## config.mk

```make
export PLATFORM = sky130hd
export DESIGN_NAME = axi_rd_ic
export DESIGN_NICKNAME = d
export VERILOG_FILES = /design/src/axi_pkg.sv /design/src/ic_map_pkg.sv /design/src/ar_arbiter.sv /design/src/ar_decoder.sv /design/src/ar_mux.sv /design/src/axi_rd_ic.sv /design/src/r_router.sv
export SDC_FILE = /design/constraint.sdc
export NUM_CORES = 1
export LEC_CHECK = 0
export ABC_AREA = 1
export BUFFER_PORTS_ARGS = -buffer_cell sky130_fd_sc_hd__buf_4
export CORE_AREA = 2 2 144 146
export DETAILED_ROUTE_END_ITERATION = 6
export DIE_AREA = 0 0 146 148
export GPL_TIMING_DRIVEN = 0
export PLACE_DENSITY = 0.47
export SLEW_MARGIN = 15
export SYNTH_ARGS = -nofsm -noshare
export SYNTH_HDL_FRONTEND = slang
export SYNTH_SLANG_ARGS = --single-unit
```

## constraint.sdc

```tcl
create_clock -name clk -period 1.47 [get_ports clk]
set_input_delay 0.0735 -clock clk [delete_from_list [all_inputs] [get_ports clk]]
set_output_delay 0.0735 -clock clk [all_outputs]
set_load 0.01 [all_outputs]
```

## src/axi_pkg.sv

```systemverilog
package axi_pkg;

    // Master and slave ID widths differ by the tag the interconnect prepends
    localparam int ID_BITS   = 4;
    localparam int IDS_BITS  = 8;

    localparam int ADDR_BITS = 32;
    localparam int LEN_BITS  = 4;   // Beats minus one
    localparam int SIZE_BITS = 3;
    localparam int DATA_BITS = 32;

    localparam int BURST_BITS = 2;
    localparam int RESP_BITS  = 2;

    // Burst type
    localparam logic [BURST_BITS-1:0] BURST_INCR = 2'b01;

    // Read response
    localparam logic [RESP_BITS-1:0] RESP_OKAY = 2'b00;

endpackage

```

## src/ic_map_pkg.sv

```systemverilog
package ic_map_pkg;

    import axi_pkg::*;

    localparam int TAG_BITS = IDS_BITS - ID_BITS;

    // Master tags in the upper ID bits seen by the slaves
    localparam logic [TAG_BITS-1:0] TAG_M0 = 4'b0001;
    localparam logic [TAG_BITS-1:0] TAG_M1 = 4'b0010;

    // Address bits above this one select the slave
    localparam int REGION_LSB = 16;

    typedef struct packed {
        logic [TAG_BITS-1:0] tag;
        logic [ID_BITS-1:0]  id;
    } ids_fields_t;

    // Slave-side ID, either a plain word or tag plus master ID
    typedef union packed {
        logic [IDS_BITS-1:0] flat;
        ids_fields_t         fld;
    } ids_t;

endpackage

```

## src/ar_arbiter.sv

```systemverilog
`timescale 1ns/1ps

module ar_arbiter (
    input  logic clk,
    input  logic rst,
    input  logic m0_ar_valid,
    input  logic m1_ar_valid,
    input  logic sel_ready,
    input  logic s0_r_valid,
    input  logic s1_r_valid,
    input  logic r_last,
    input  logic r_handshake,
    output logic grant_m0,
    output logic grant_m1,
    output logic m0_ar_ready,
    output logic m1_ar_ready,
    output logic r_owner_s1,
    output logic r_owner_valid
);

    logic lock_m0;
    logic lock_m1;
    logic r_lock;
    logic r_lock_s1;

    // Master 1 first, unless master 0 is already waiting on the slave
    assign grant_m1 = (m1_ar_valid & ~lock_m0) | lock_m1;
    assign grant_m0 = ~grant_m1 & (m0_ar_valid | lock_m0);

    assign m0_ar_ready = grant_m0 & m0_ar_valid & sel_ready;
    assign m1_ar_ready = grant_m1 & m1_ar_valid & sel_ready;

    // A lock stays set while the granted address is stalled
    always_ff @(posedge clk or negedge rst) begin
        if (!rst) begin
            lock_m0 <= 1'b0;
            lock_m1 <= 1'b0;
        end else begin
            lock_m0 <= grant_m0 & m0_ar_valid & ~sel_ready;
            lock_m1 <= grant_m1 & m1_ar_valid & ~sel_ready;
        end
    end

    // R owner, slave 1 wins when the channel is free
    assign r_owner_valid = r_lock | s0_r_valid | s1_r_valid;
    assign r_owner_s1    = r_lock ? r_lock_s1 : s1_r_valid;

    always_ff @(posedge clk or negedge rst) begin
        if (!rst) begin
            r_lock    <= 1'b0;
            r_lock_s1 <= 1'b0;
        end else if (r_handshake & r_last) begin
            r_lock <= 1'b0;                  // Burst finished
        end else if (r_owner_valid & ~r_lock) begin
            r_lock    <= 1'b1;
            r_lock_s1 <= r_owner_s1;
        end
    end

endmodule

```

## src/ar_decoder.sv

```systemverilog
`timescale 1ns/1ps

module ar_decoder (
    input  ic_map_pkg::ids_t               sel_id,
    input  logic [axi_pkg::ADDR_BITS-1:0]  sel_addr,
    input  logic [axi_pkg::LEN_BITS-1:0]   sel_len,
    input  logic [axi_pkg::SIZE_BITS-1:0]  sel_size,
    input  logic [axi_pkg::BURST_BITS-1:0] sel_burst,
    input  logic                           sel_valid,
    output ic_map_pkg::ids_t               s0_ar_id,
    output logic [axi_pkg::ADDR_BITS-1:0]  s0_ar_addr,
    output logic [axi_pkg::LEN_BITS-1:0]   s0_ar_len,
    output logic [axi_pkg::SIZE_BITS-1:0]  s0_ar_size,
    output logic [axi_pkg::BURST_BITS-1:0] s0_ar_burst,
    output logic                           s0_ar_valid,
    input  logic                           s0_ar_ready,
    output ic_map_pkg::ids_t               s1_ar_id,
    output logic [axi_pkg::ADDR_BITS-1:0]  s1_ar_addr,
    output logic [axi_pkg::LEN_BITS-1:0]   s1_ar_len,
    output logic [axi_pkg::SIZE_BITS-1:0]  s1_ar_size,
    output logic [axi_pkg::BURST_BITS-1:0] s1_ar_burst,
    output logic                           s1_ar_valid,
    input  logic                           s1_ar_ready,
    output logic                           sel_ready
);

    import axi_pkg::*;
    import ic_map_pkg::*;

    logic to_s1;

    assign to_s1 = |sel_addr[ADDR_BITS-1:REGION_LSB];   // Any nonzero region

    // Both slaves see the fields, only one sees valid
    assign s0_ar_id    = sel_id;
    assign s0_ar_addr  = sel_addr;
    assign s0_ar_len   = sel_len;
    assign s0_ar_size  = sel_size;
    assign s0_ar_burst = sel_burst;
    assign s0_ar_valid = sel_valid & ~to_s1;

    assign s1_ar_id    = sel_id;
    assign s1_ar_addr  = sel_addr;
    assign s1_ar_len   = sel_len;
    assign s1_ar_size  = sel_size;
    assign s1_ar_burst = sel_burst;
    assign s1_ar_valid = sel_valid & to_s1;

    assign sel_ready = to_s1 ? s1_ar_ready : s0_ar_ready;

endmodule

```

## src/ar_mux.sv

```systemverilog
`timescale 1ns/1ps

module ar_mux (
    input  logic                           grant_m0,
    input  logic                           grant_m1,
    input  logic [axi_pkg::ID_BITS-1:0]    m0_ar_id,
    input  logic [axi_pkg::ADDR_BITS-1:0]  m0_ar_addr,
    input  logic [axi_pkg::LEN_BITS-1:0]   m0_ar_len,
    input  logic [axi_pkg::SIZE_BITS-1:0]  m0_ar_size,
    input  logic [axi_pkg::BURST_BITS-1:0] m0_ar_burst,
    input  logic                           m0_ar_valid,
    input  logic [axi_pkg::ID_BITS-1:0]    m1_ar_id,
    input  logic [axi_pkg::ADDR_BITS-1:0]  m1_ar_addr,
    input  logic [axi_pkg::LEN_BITS-1:0]   m1_ar_len,
    input  logic [axi_pkg::SIZE_BITS-1:0]  m1_ar_size,
    input  logic [axi_pkg::BURST_BITS-1:0] m1_ar_burst,
    input  logic                           m1_ar_valid,
    output ic_map_pkg::ids_t               sel_id,
    output logic [axi_pkg::ADDR_BITS-1:0]  sel_addr,
    output logic [axi_pkg::LEN_BITS-1:0]   sel_len,
    output logic [axi_pkg::SIZE_BITS-1:0]  sel_size,
    output logic [axi_pkg::BURST_BITS-1:0] sel_burst,
    output logic                           sel_valid
);

    import ic_map_pkg::*;

    always_comb begin
        sel_id    = '0;
        sel_addr  = '0;
        sel_len   = '0;
        sel_size  = '0;
        sel_burst = '0;
        sel_valid = 1'b0;
        case ({grant_m1, grant_m0})
            2'b10: begin
                sel_id.fld.tag = TAG_M1;
                sel_id.fld.id  = m1_ar_id;
                sel_addr       = m1_ar_addr;
                sel_len        = m1_ar_len;
                sel_size       = m1_ar_size;
                sel_burst      = m1_ar_burst;
                sel_valid      = m1_ar_valid;
            end
            2'b01: begin
                sel_id.fld.tag = TAG_M0;
                sel_id.fld.id  = m0_ar_id;
                sel_addr       = m0_ar_addr;
                sel_len        = m0_ar_len;
                sel_size       = m0_ar_size;
                sel_burst      = m0_ar_burst;
                sel_valid      = m0_ar_valid;
            end
            default: sel_valid = 1'b0;       // Idle
        endcase
    end

endmodule

```

## src/axi_rd_ic.sv

```systemverilog
`timescale 1ns/1ps

module axi_rd_ic (
    input  logic                           clk,
    input  logic                           rst,
    // Master 0
    input  logic [axi_pkg::ID_BITS-1:0]    m0_ar_id,
    input  logic [axi_pkg::ADDR_BITS-1:0]  m0_ar_addr,
    input  logic [axi_pkg::LEN_BITS-1:0]   m0_ar_len,
    input  logic [axi_pkg::SIZE_BITS-1:0]  m0_ar_size,
    input  logic [axi_pkg::BURST_BITS-1:0] m0_ar_burst,
    input  logic                           m0_ar_valid,
    output logic                           m0_ar_ready,
    output logic [axi_pkg::ID_BITS-1:0]    m0_r_id,
    output logic [axi_pkg::DATA_BITS-1:0]  m0_r_data,
    output logic [axi_pkg::RESP_BITS-1:0]  m0_r_resp,
    output logic                           m0_r_last,
    output logic                           m0_r_valid,
    input  logic                           m0_r_ready,
    // Master 1
    input  logic [axi_pkg::ID_BITS-1:0]    m1_ar_id,
    input  logic [axi_pkg::ADDR_BITS-1:0]  m1_ar_addr,
    input  logic [axi_pkg::LEN_BITS-1:0]   m1_ar_len,
    input  logic [axi_pkg::SIZE_BITS-1:0]  m1_ar_size,
    input  logic [axi_pkg::BURST_BITS-1:0] m1_ar_burst,
    input  logic                           m1_ar_valid,
    output logic                           m1_ar_ready,
    output logic [axi_pkg::ID_BITS-1:0]    m1_r_id,
    output logic [axi_pkg::DATA_BITS-1:0]  m1_r_data,
    output logic [axi_pkg::RESP_BITS-1:0]  m1_r_resp,
    output logic                           m1_r_last,
    output logic                           m1_r_valid,
    input  logic                           m1_r_ready,
    // Slave 0
    output ic_map_pkg::ids_t               s0_ar_id,
    output logic [axi_pkg::ADDR_BITS-1:0]  s0_ar_addr,
    output logic [axi_pkg::LEN_BITS-1:0]   s0_ar_len,
    output logic [axi_pkg::SIZE_BITS-1:0]  s0_ar_size,
    output logic [axi_pkg::BURST_BITS-1:0] s0_ar_burst,
    output logic                           s0_ar_valid,
    input  logic                           s0_ar_ready,
    input  ic_map_pkg::ids_t               s0_r_id,
    input  logic [axi_pkg::DATA_BITS-1:0]  s0_r_data,
    input  logic [axi_pkg::RESP_BITS-1:0]  s0_r_resp,
    input  logic                           s0_r_last,
    input  logic                           s0_r_valid,
    output logic                           s0_r_ready,
    // Slave 1
    output ic_map_pkg::ids_t               s1_ar_id,
    output logic [axi_pkg::ADDR_BITS-1:0]  s1_ar_addr,
    output logic [axi_pkg::LEN_BITS-1:0]   s1_ar_len,
    output logic [axi_pkg::SIZE_BITS-1:0]  s1_ar_size,
    output logic [axi_pkg::BURST_BITS-1:0] s1_ar_burst,
    output logic                           s1_ar_valid,
    input  logic                           s1_ar_ready,
    input  ic_map_pkg::ids_t               s1_r_id,
    input  logic [axi_pkg::DATA_BITS-1:0]  s1_r_data,
    input  logic [axi_pkg::RESP_BITS-1:0]  s1_r_resp,
    input  logic                           s1_r_last,
    input  logic                           s1_r_valid,
    output logic                           s1_r_ready
);

    import axi_pkg::*;
    import ic_map_pkg::*;

    logic                  grant_m0;
    logic                  grant_m1;
    ids_t                  sel_id;       // Tagged request from the mux
    logic [ADDR_BITS-1:0]  sel_addr;
    logic [LEN_BITS-1:0]   sel_len;
    logic [SIZE_BITS-1:0]  sel_size;
    logic [BURST_BITS-1:0] sel_burst;
    logic                  sel_valid;
    logic                  sel_ready;
    logic                  r_owner_s1;
    logic                  r_owner_valid;
    logic                  r_last;
    logic                  r_handshake;

    // Port names line up with the top level and the internal nets
    ar_arbiter ar_arbiter_i (.*);

    ar_mux ar_mux_i (.*);

    ar_decoder ar_decoder_i (.*);

    r_router r_router_i (.*);

endmodule

```

## src/r_router.sv

```systemverilog
`timescale 1ns/1ps

module r_router (
    input  logic                          r_owner_s1,
    input  logic                          r_owner_valid,
    input  ic_map_pkg::ids_t              s0_r_id,
    input  logic [axi_pkg::DATA_BITS-1:0] s0_r_data,
    input  logic [axi_pkg::RESP_BITS-1:0] s0_r_resp,
    input  logic                          s0_r_last,
    input  logic                          s0_r_valid,
    output logic                          s0_r_ready,
    input  ic_map_pkg::ids_t              s1_r_id,
    input  logic [axi_pkg::DATA_BITS-1:0] s1_r_data,
    input  logic [axi_pkg::RESP_BITS-1:0] s1_r_resp,
    input  logic                          s1_r_last,
    input  logic                          s1_r_valid,
    output logic                          s1_r_ready,
    output logic [axi_pkg::ID_BITS-1:0]   m0_r_id,
    output logic [axi_pkg::DATA_BITS-1:0] m0_r_data,
    output logic [axi_pkg::RESP_BITS-1:0] m0_r_resp,
    output logic                          m0_r_last,
    output logic                          m0_r_valid,
    input  logic                          m0_r_ready,
    output logic [axi_pkg::ID_BITS-1:0]   m1_r_id,
    output logic [axi_pkg::DATA_BITS-1:0] m1_r_data,
    output logic [axi_pkg::RESP_BITS-1:0] m1_r_resp,
    output logic                          m1_r_last,
    output logic                          m1_r_valid,
    input  logic                          m1_r_ready,
    output logic                          r_last,
    output logic                          r_handshake
);

    import axi_pkg::*;
    import ic_map_pkg::*;

    ids_t                 beat_id;
    logic [DATA_BITS-1:0] beat_data;
    logic [RESP_BITS-1:0] beat_resp;
    logic                 beat_valid;
    logic                 beat_ready;
    logic                 to_m0;
    logic                 to_m1;

    // Beat of the owning slave
    assign beat_id    = r_owner_s1 ? s1_r_id   : s0_r_id;
    assign beat_data  = r_owner_s1 ? s1_r_data : s0_r_data;
    assign beat_resp  = r_owner_s1 ? s1_r_resp : s0_r_resp;
    assign r_last     = r_owner_s1 ? s1_r_last : s0_r_last;
    assign beat_valid = r_owner_valid & (r_owner_s1 ? s1_r_valid : s0_r_valid);

    assign to_m0 = (beat_id.fld.tag == TAG_M0);
    assign to_m1 = (beat_id.fld.tag == TAG_M1);

    assign m0_r_id    = beat_id.fld.id;      // Tag stripped
    assign m0_r_data  = beat_data;
    assign m0_r_resp  = beat_resp;
    assign m0_r_last  = r_last;
    assign m0_r_valid = beat_valid & to_m0;

    assign m1_r_id    = beat_id.fld.id;
    assign m1_r_data  = beat_data;
    assign m1_r_resp  = beat_resp;
    assign m1_r_last  = r_last;
    assign m1_r_valid = beat_valid & to_m1;

    assign beat_ready = (to_m0 & m0_r_ready) | (to_m1 & m1_r_ready);

    // Ready goes back to the owner only
    assign s0_r_ready  = r_owner_valid & ~r_owner_s1 & beat_ready;
    assign s1_r_ready  = r_owner_valid & r_owner_s1 & beat_ready;
    assign r_handshake = beat_valid & beat_ready;

endmodule

```

==> results.py <==
metrics = {
    "pwr": {
        "p_per_area_nw_per_um2": 1250,
        "post-layout-total-power_mw": 10.7,
        "power.static_leakage_nw": 4.53,
        "vdd_ir_drop_max_uv": 874,
    },
    "detailed_routing": {
        "wl_mm": 18.6,
        "detail_route.iter0.violations": 57,
        "dr.pass1.iters": 4,
        "drc_errors": 0,
        "route.antenna.remaining_nets": 0,
        "dr_total_vias": 4282,
        "route.detailed.vias_per_inst": 3.85,
        "avgRoutedWirePerCell_um": 16.8,
    },
    "worst_setup_path": {
        "cp.required_ns": 1.40,
        "r2r_end": "ar_arbiter_i.lock_m1",
        "cp_data_arrival_time_ns": 1.89,
        "timing.critical_path.fanout_max": 5,
        "type_of_the_worst_setup_path": "flip-flop to output port",
        "worst_r2r_path_depth": 12,
        "cp-end-kind": "output port",
        "endpoint": "s1_ar_len[3]",
        "startpoint": "ar_arbiter_i.lock_m0",
        "critPathLaunchType": "flip-flop",
        "reg2reg_from": "ar_arbiter_i.lock_m0",
        "setup.reg_to_reg.worst_slack_ns": -0.18,
    },
    "synth": {
        "yosys_reg_bits": 4,
        "synth_area_per_cell_sq_um": 5.78,
        "synthXorXnorAreaFrac_pct": 0,
        "portion_of_the_post_synthesis_area_used_by_sequential_elements_pct": 4.36,
        "synth.yosys.warnings": 0,
        "synth_top_family_by_area": "simple AND/OR/NAND/NOR gates",
        "synthFlopType": "dfrtp_1",
        "post_synth_fa_ha_maj_area_fraction_pct": 0,
        "synth_mux_area_share_pct": 0,
        "postSynthCellCount": 397,
        "synth_simple_gate_area_share_pct": 45.4,
        "async_flop_share_pct": 100,
        "number_of_flops_mapped_to_enable_cells_by_yosys": 0,
        "syn-cell-area_sq_um": 2290,
        "ys_types": 26,
        "synth_compound_gate_area_share_pct": 13.1,
    },
    "timing": {
        "final_worst_hold_slack_ns": 0.134,
        "finalMaxSlewViolations": 0,
        "timing.clock.skew_ns": 0.0000812,
        "unrepaired_setup_endpoints_after_global_routing": "true",
        "max_freq_mhz": 509,
        "finalCritPeriodShare_pct": 134,
        "setup_violations": 180,
        "finalWorstPathRequiredPeriod_ns": 1.96,
        "final_critical_path_setup_slack_ns": -0.494,
        "finalHoldViolations": 0,
    },
    "global_routing": {
        "grt_antenna_before_repair": 1,
        "grt_pass1_vias": 4464,
        "grt_util_all_layers_pct": 15.4,
        "globalRouteOverflowTotal": 0,
        "wire_length_of_the_first_global_routing_pass_mm": 25.7,
        "grt_max_degree": 12,
    },
    "layout": {
        "final_cell_area_sq_um": 8570,
        "final_nets": 1028,
        "final.fill_count": 1958,
        "footprint_of_the_multi_input_gates_sq_um": 2520,
        "drive_above_1_share_pct": 89.6,
        "area_delta_synth_final_pct": 274,
        "final_core_utilization_pct": 42.8,
        "register_area_sq_um": 101,
    },
    "die": {
        "ios": 370,
        "initial_core_util_pct": 11.4,
        "core_area_sq_um": 20000,
        "dieWidth_um": 146,
        "die_area_sq_um": 21600,
        "floorplan.die.height_um": 148,
        "core.rowCount": 52,
    },
    "outcome": {
        "violations": "negative setup slack",
        "status": "finished with violations",
    },
    "placement": {
        "placed_area_sq_um": 5400,
        "port_buffers": 365,
        "hpwlAfterDp_mm": 13.9,
        "place_congestion": 0.772,
        "setup_slack_placement_ns": -0.543,
    },
    "flow_run": {
        "number_of_maximum_capacitance_violations": 0,
    },
    "clock_tree": {
        "cts_root_buffer": "clkbuf_16",
        "max-clock-path-buffers": 2,
        "cts_tree": "built",
        "cts_sinks": 4,
        "clk_pin_slew_worst_paths_ns": 0.03,
        "ctsHtreeMaxLevel": 1,
        "clk-insertion-delay-late_ns": 0.22,
        "cts-buffers-inserted": 3,
    },
    "worst_hold_path": {
        "worstHoldPathType": "input port to flip-flop",
        "min-delay-start": "s1_ar_ready",
    },
}
## worst max-delay path, stage by stage (launching register included)
cell and delay [ns]:
dfrtp_1 0.36, inv_4 0.08, a21oi_4 0.28, buf_8 0.19
nand2_4 0.07, inv_8 0.08, buf_6 0.11, buf_6 0.11
a22o_1 0.16, buf_4 0.12, buf_6 0.09
## cell usage in the layout, fill, tap and decap left out, types with 7 or more instances in the layout
master | Yosys | final
nand2_4 | 5 | 100
a22o_1 | 29 | 10
a22o_4 | 0 | 19
nand2_2 | 12 | 35
clkbuf_16 | 0 | 10
inv_2 | 4 | 8
buf_8 | 0 | 10
inv_1 | 14 | 8
nor2_1 | 16 | 8
nand2_1 | 166 | 46
nor2_4 | 4 | 8
buf_12 | 0 | 7
buf_4 | 91 | 252
nand3_2 | 7 | 8
nand3_4 | 0 | 8
buf_6 | 3 | 263
## registers in the layout, indices dropped and copies added, names as in the netlist
name	flops
ar_arbiter_i.lock_m0	1
ar_arbiter_i.lock_m1	1
ar_arbiter_i.r_lock_s1	1
ar_arbiter_i.r_lock	1
## cells by family after synthesis
group | after synthesis
AO/OA/AOI/OAI | 37
buffers and inverters | 127
flip-flops | 4
other | 1
AND/OR/NAND/NOR | 228
## cells in the mapped netlist (2+ instances only)
cell type  number  area, sq um
buf_1           3         11.3
nor2_4          4         45.0
o21ai_0         3         15.0
clkbuf_1        7         26.3
dfrtp_1         4          100
inv_1          14         52.6
nand3_1        11         55.1
inv_2           4         15.0
nand2_4         5         56.3
a22o_1         29          254
nor2_1         16         60.1
buf_2           5         25.0
nand2_1       166          623
nand3_2         7         70.1
buf_6           3         33.8
buf_4          91          683
a21oi_1         2         10.0
nand4_1         4         25.0
nand2_2        12         75.1
## routing by layer
| layer | vias to the layer above | track usage (%) | share of wire, % |
|---|---|---|---|
| met4 | 0 | 3.45 | 1.6 |
| met5 | - | 0 | 0 |
| met1 | 1958 | 16.2 | 33 |
| met3 | 22 | 3.77 | 8.2 |
| met2 | 245 | 30.5 | 57 |
| li1 | 2057 | - | - |
## report_power, final
part | internal [mW] | switching, mW | total [mW]
registers | 0.129 | 0.0216 | 0.150
clock network | 0.347 | 0.0721 | 0.419
logic | 5.84 | 4.27 | 10.1
## final cells by class
cell class                      count  area share, %
Inverter                           18          0.905
Buffer                            105           13.9
Tap cell                          270           3.94
Multi-Input combinational cell    269           29.4
Antenna cell                        1         0.0292
Sequential cell                     4           1.18
Timing Repair Buffer              441           49.8
Clock buffer                        3          0.876
## stage by stage
step | instances | setup TNS, ns
finish | 1111 | -49.62
global route | 1111 | -61.27
CTS | 1089 | -49.02
detailed placement | 1035 | -44.74
global placement | 1035 | -44.57
floorplan | 400 | -0.864
## how the worst min path moves through the flow
| stage | cells past startpoint | to |
|---|---|---|
| 2_1_floorplan | 0 | ar_arbiter_i.lock_m0 |
| 3_3_place_gp | 1 | ar_arbiter_i.lock_m1 |
| 3_5_place_dp | 1 | ar_arbiter_i.lock_m1 |
| 4_1_cts | 4 | ar_arbiter_i.lock_m0 |
| 5_1_grt | 3 | ar_arbiter_i.r_lock |
| 6_report | 4 | ar_arbiter_i.lock_m0 |
## what timing repair did
item | CTS | global route
setup buffers | 41 | 32
pin swaps | 58 | 98
setup endpoints to repair | 177 | 184
resized for setup | 408 | 216
endpoints found under the hold margin | 4 | 0
cloned | 9 | 3
hold buffers | 1 | 0
Note: power is estimated with default switching activity, not from simulation.
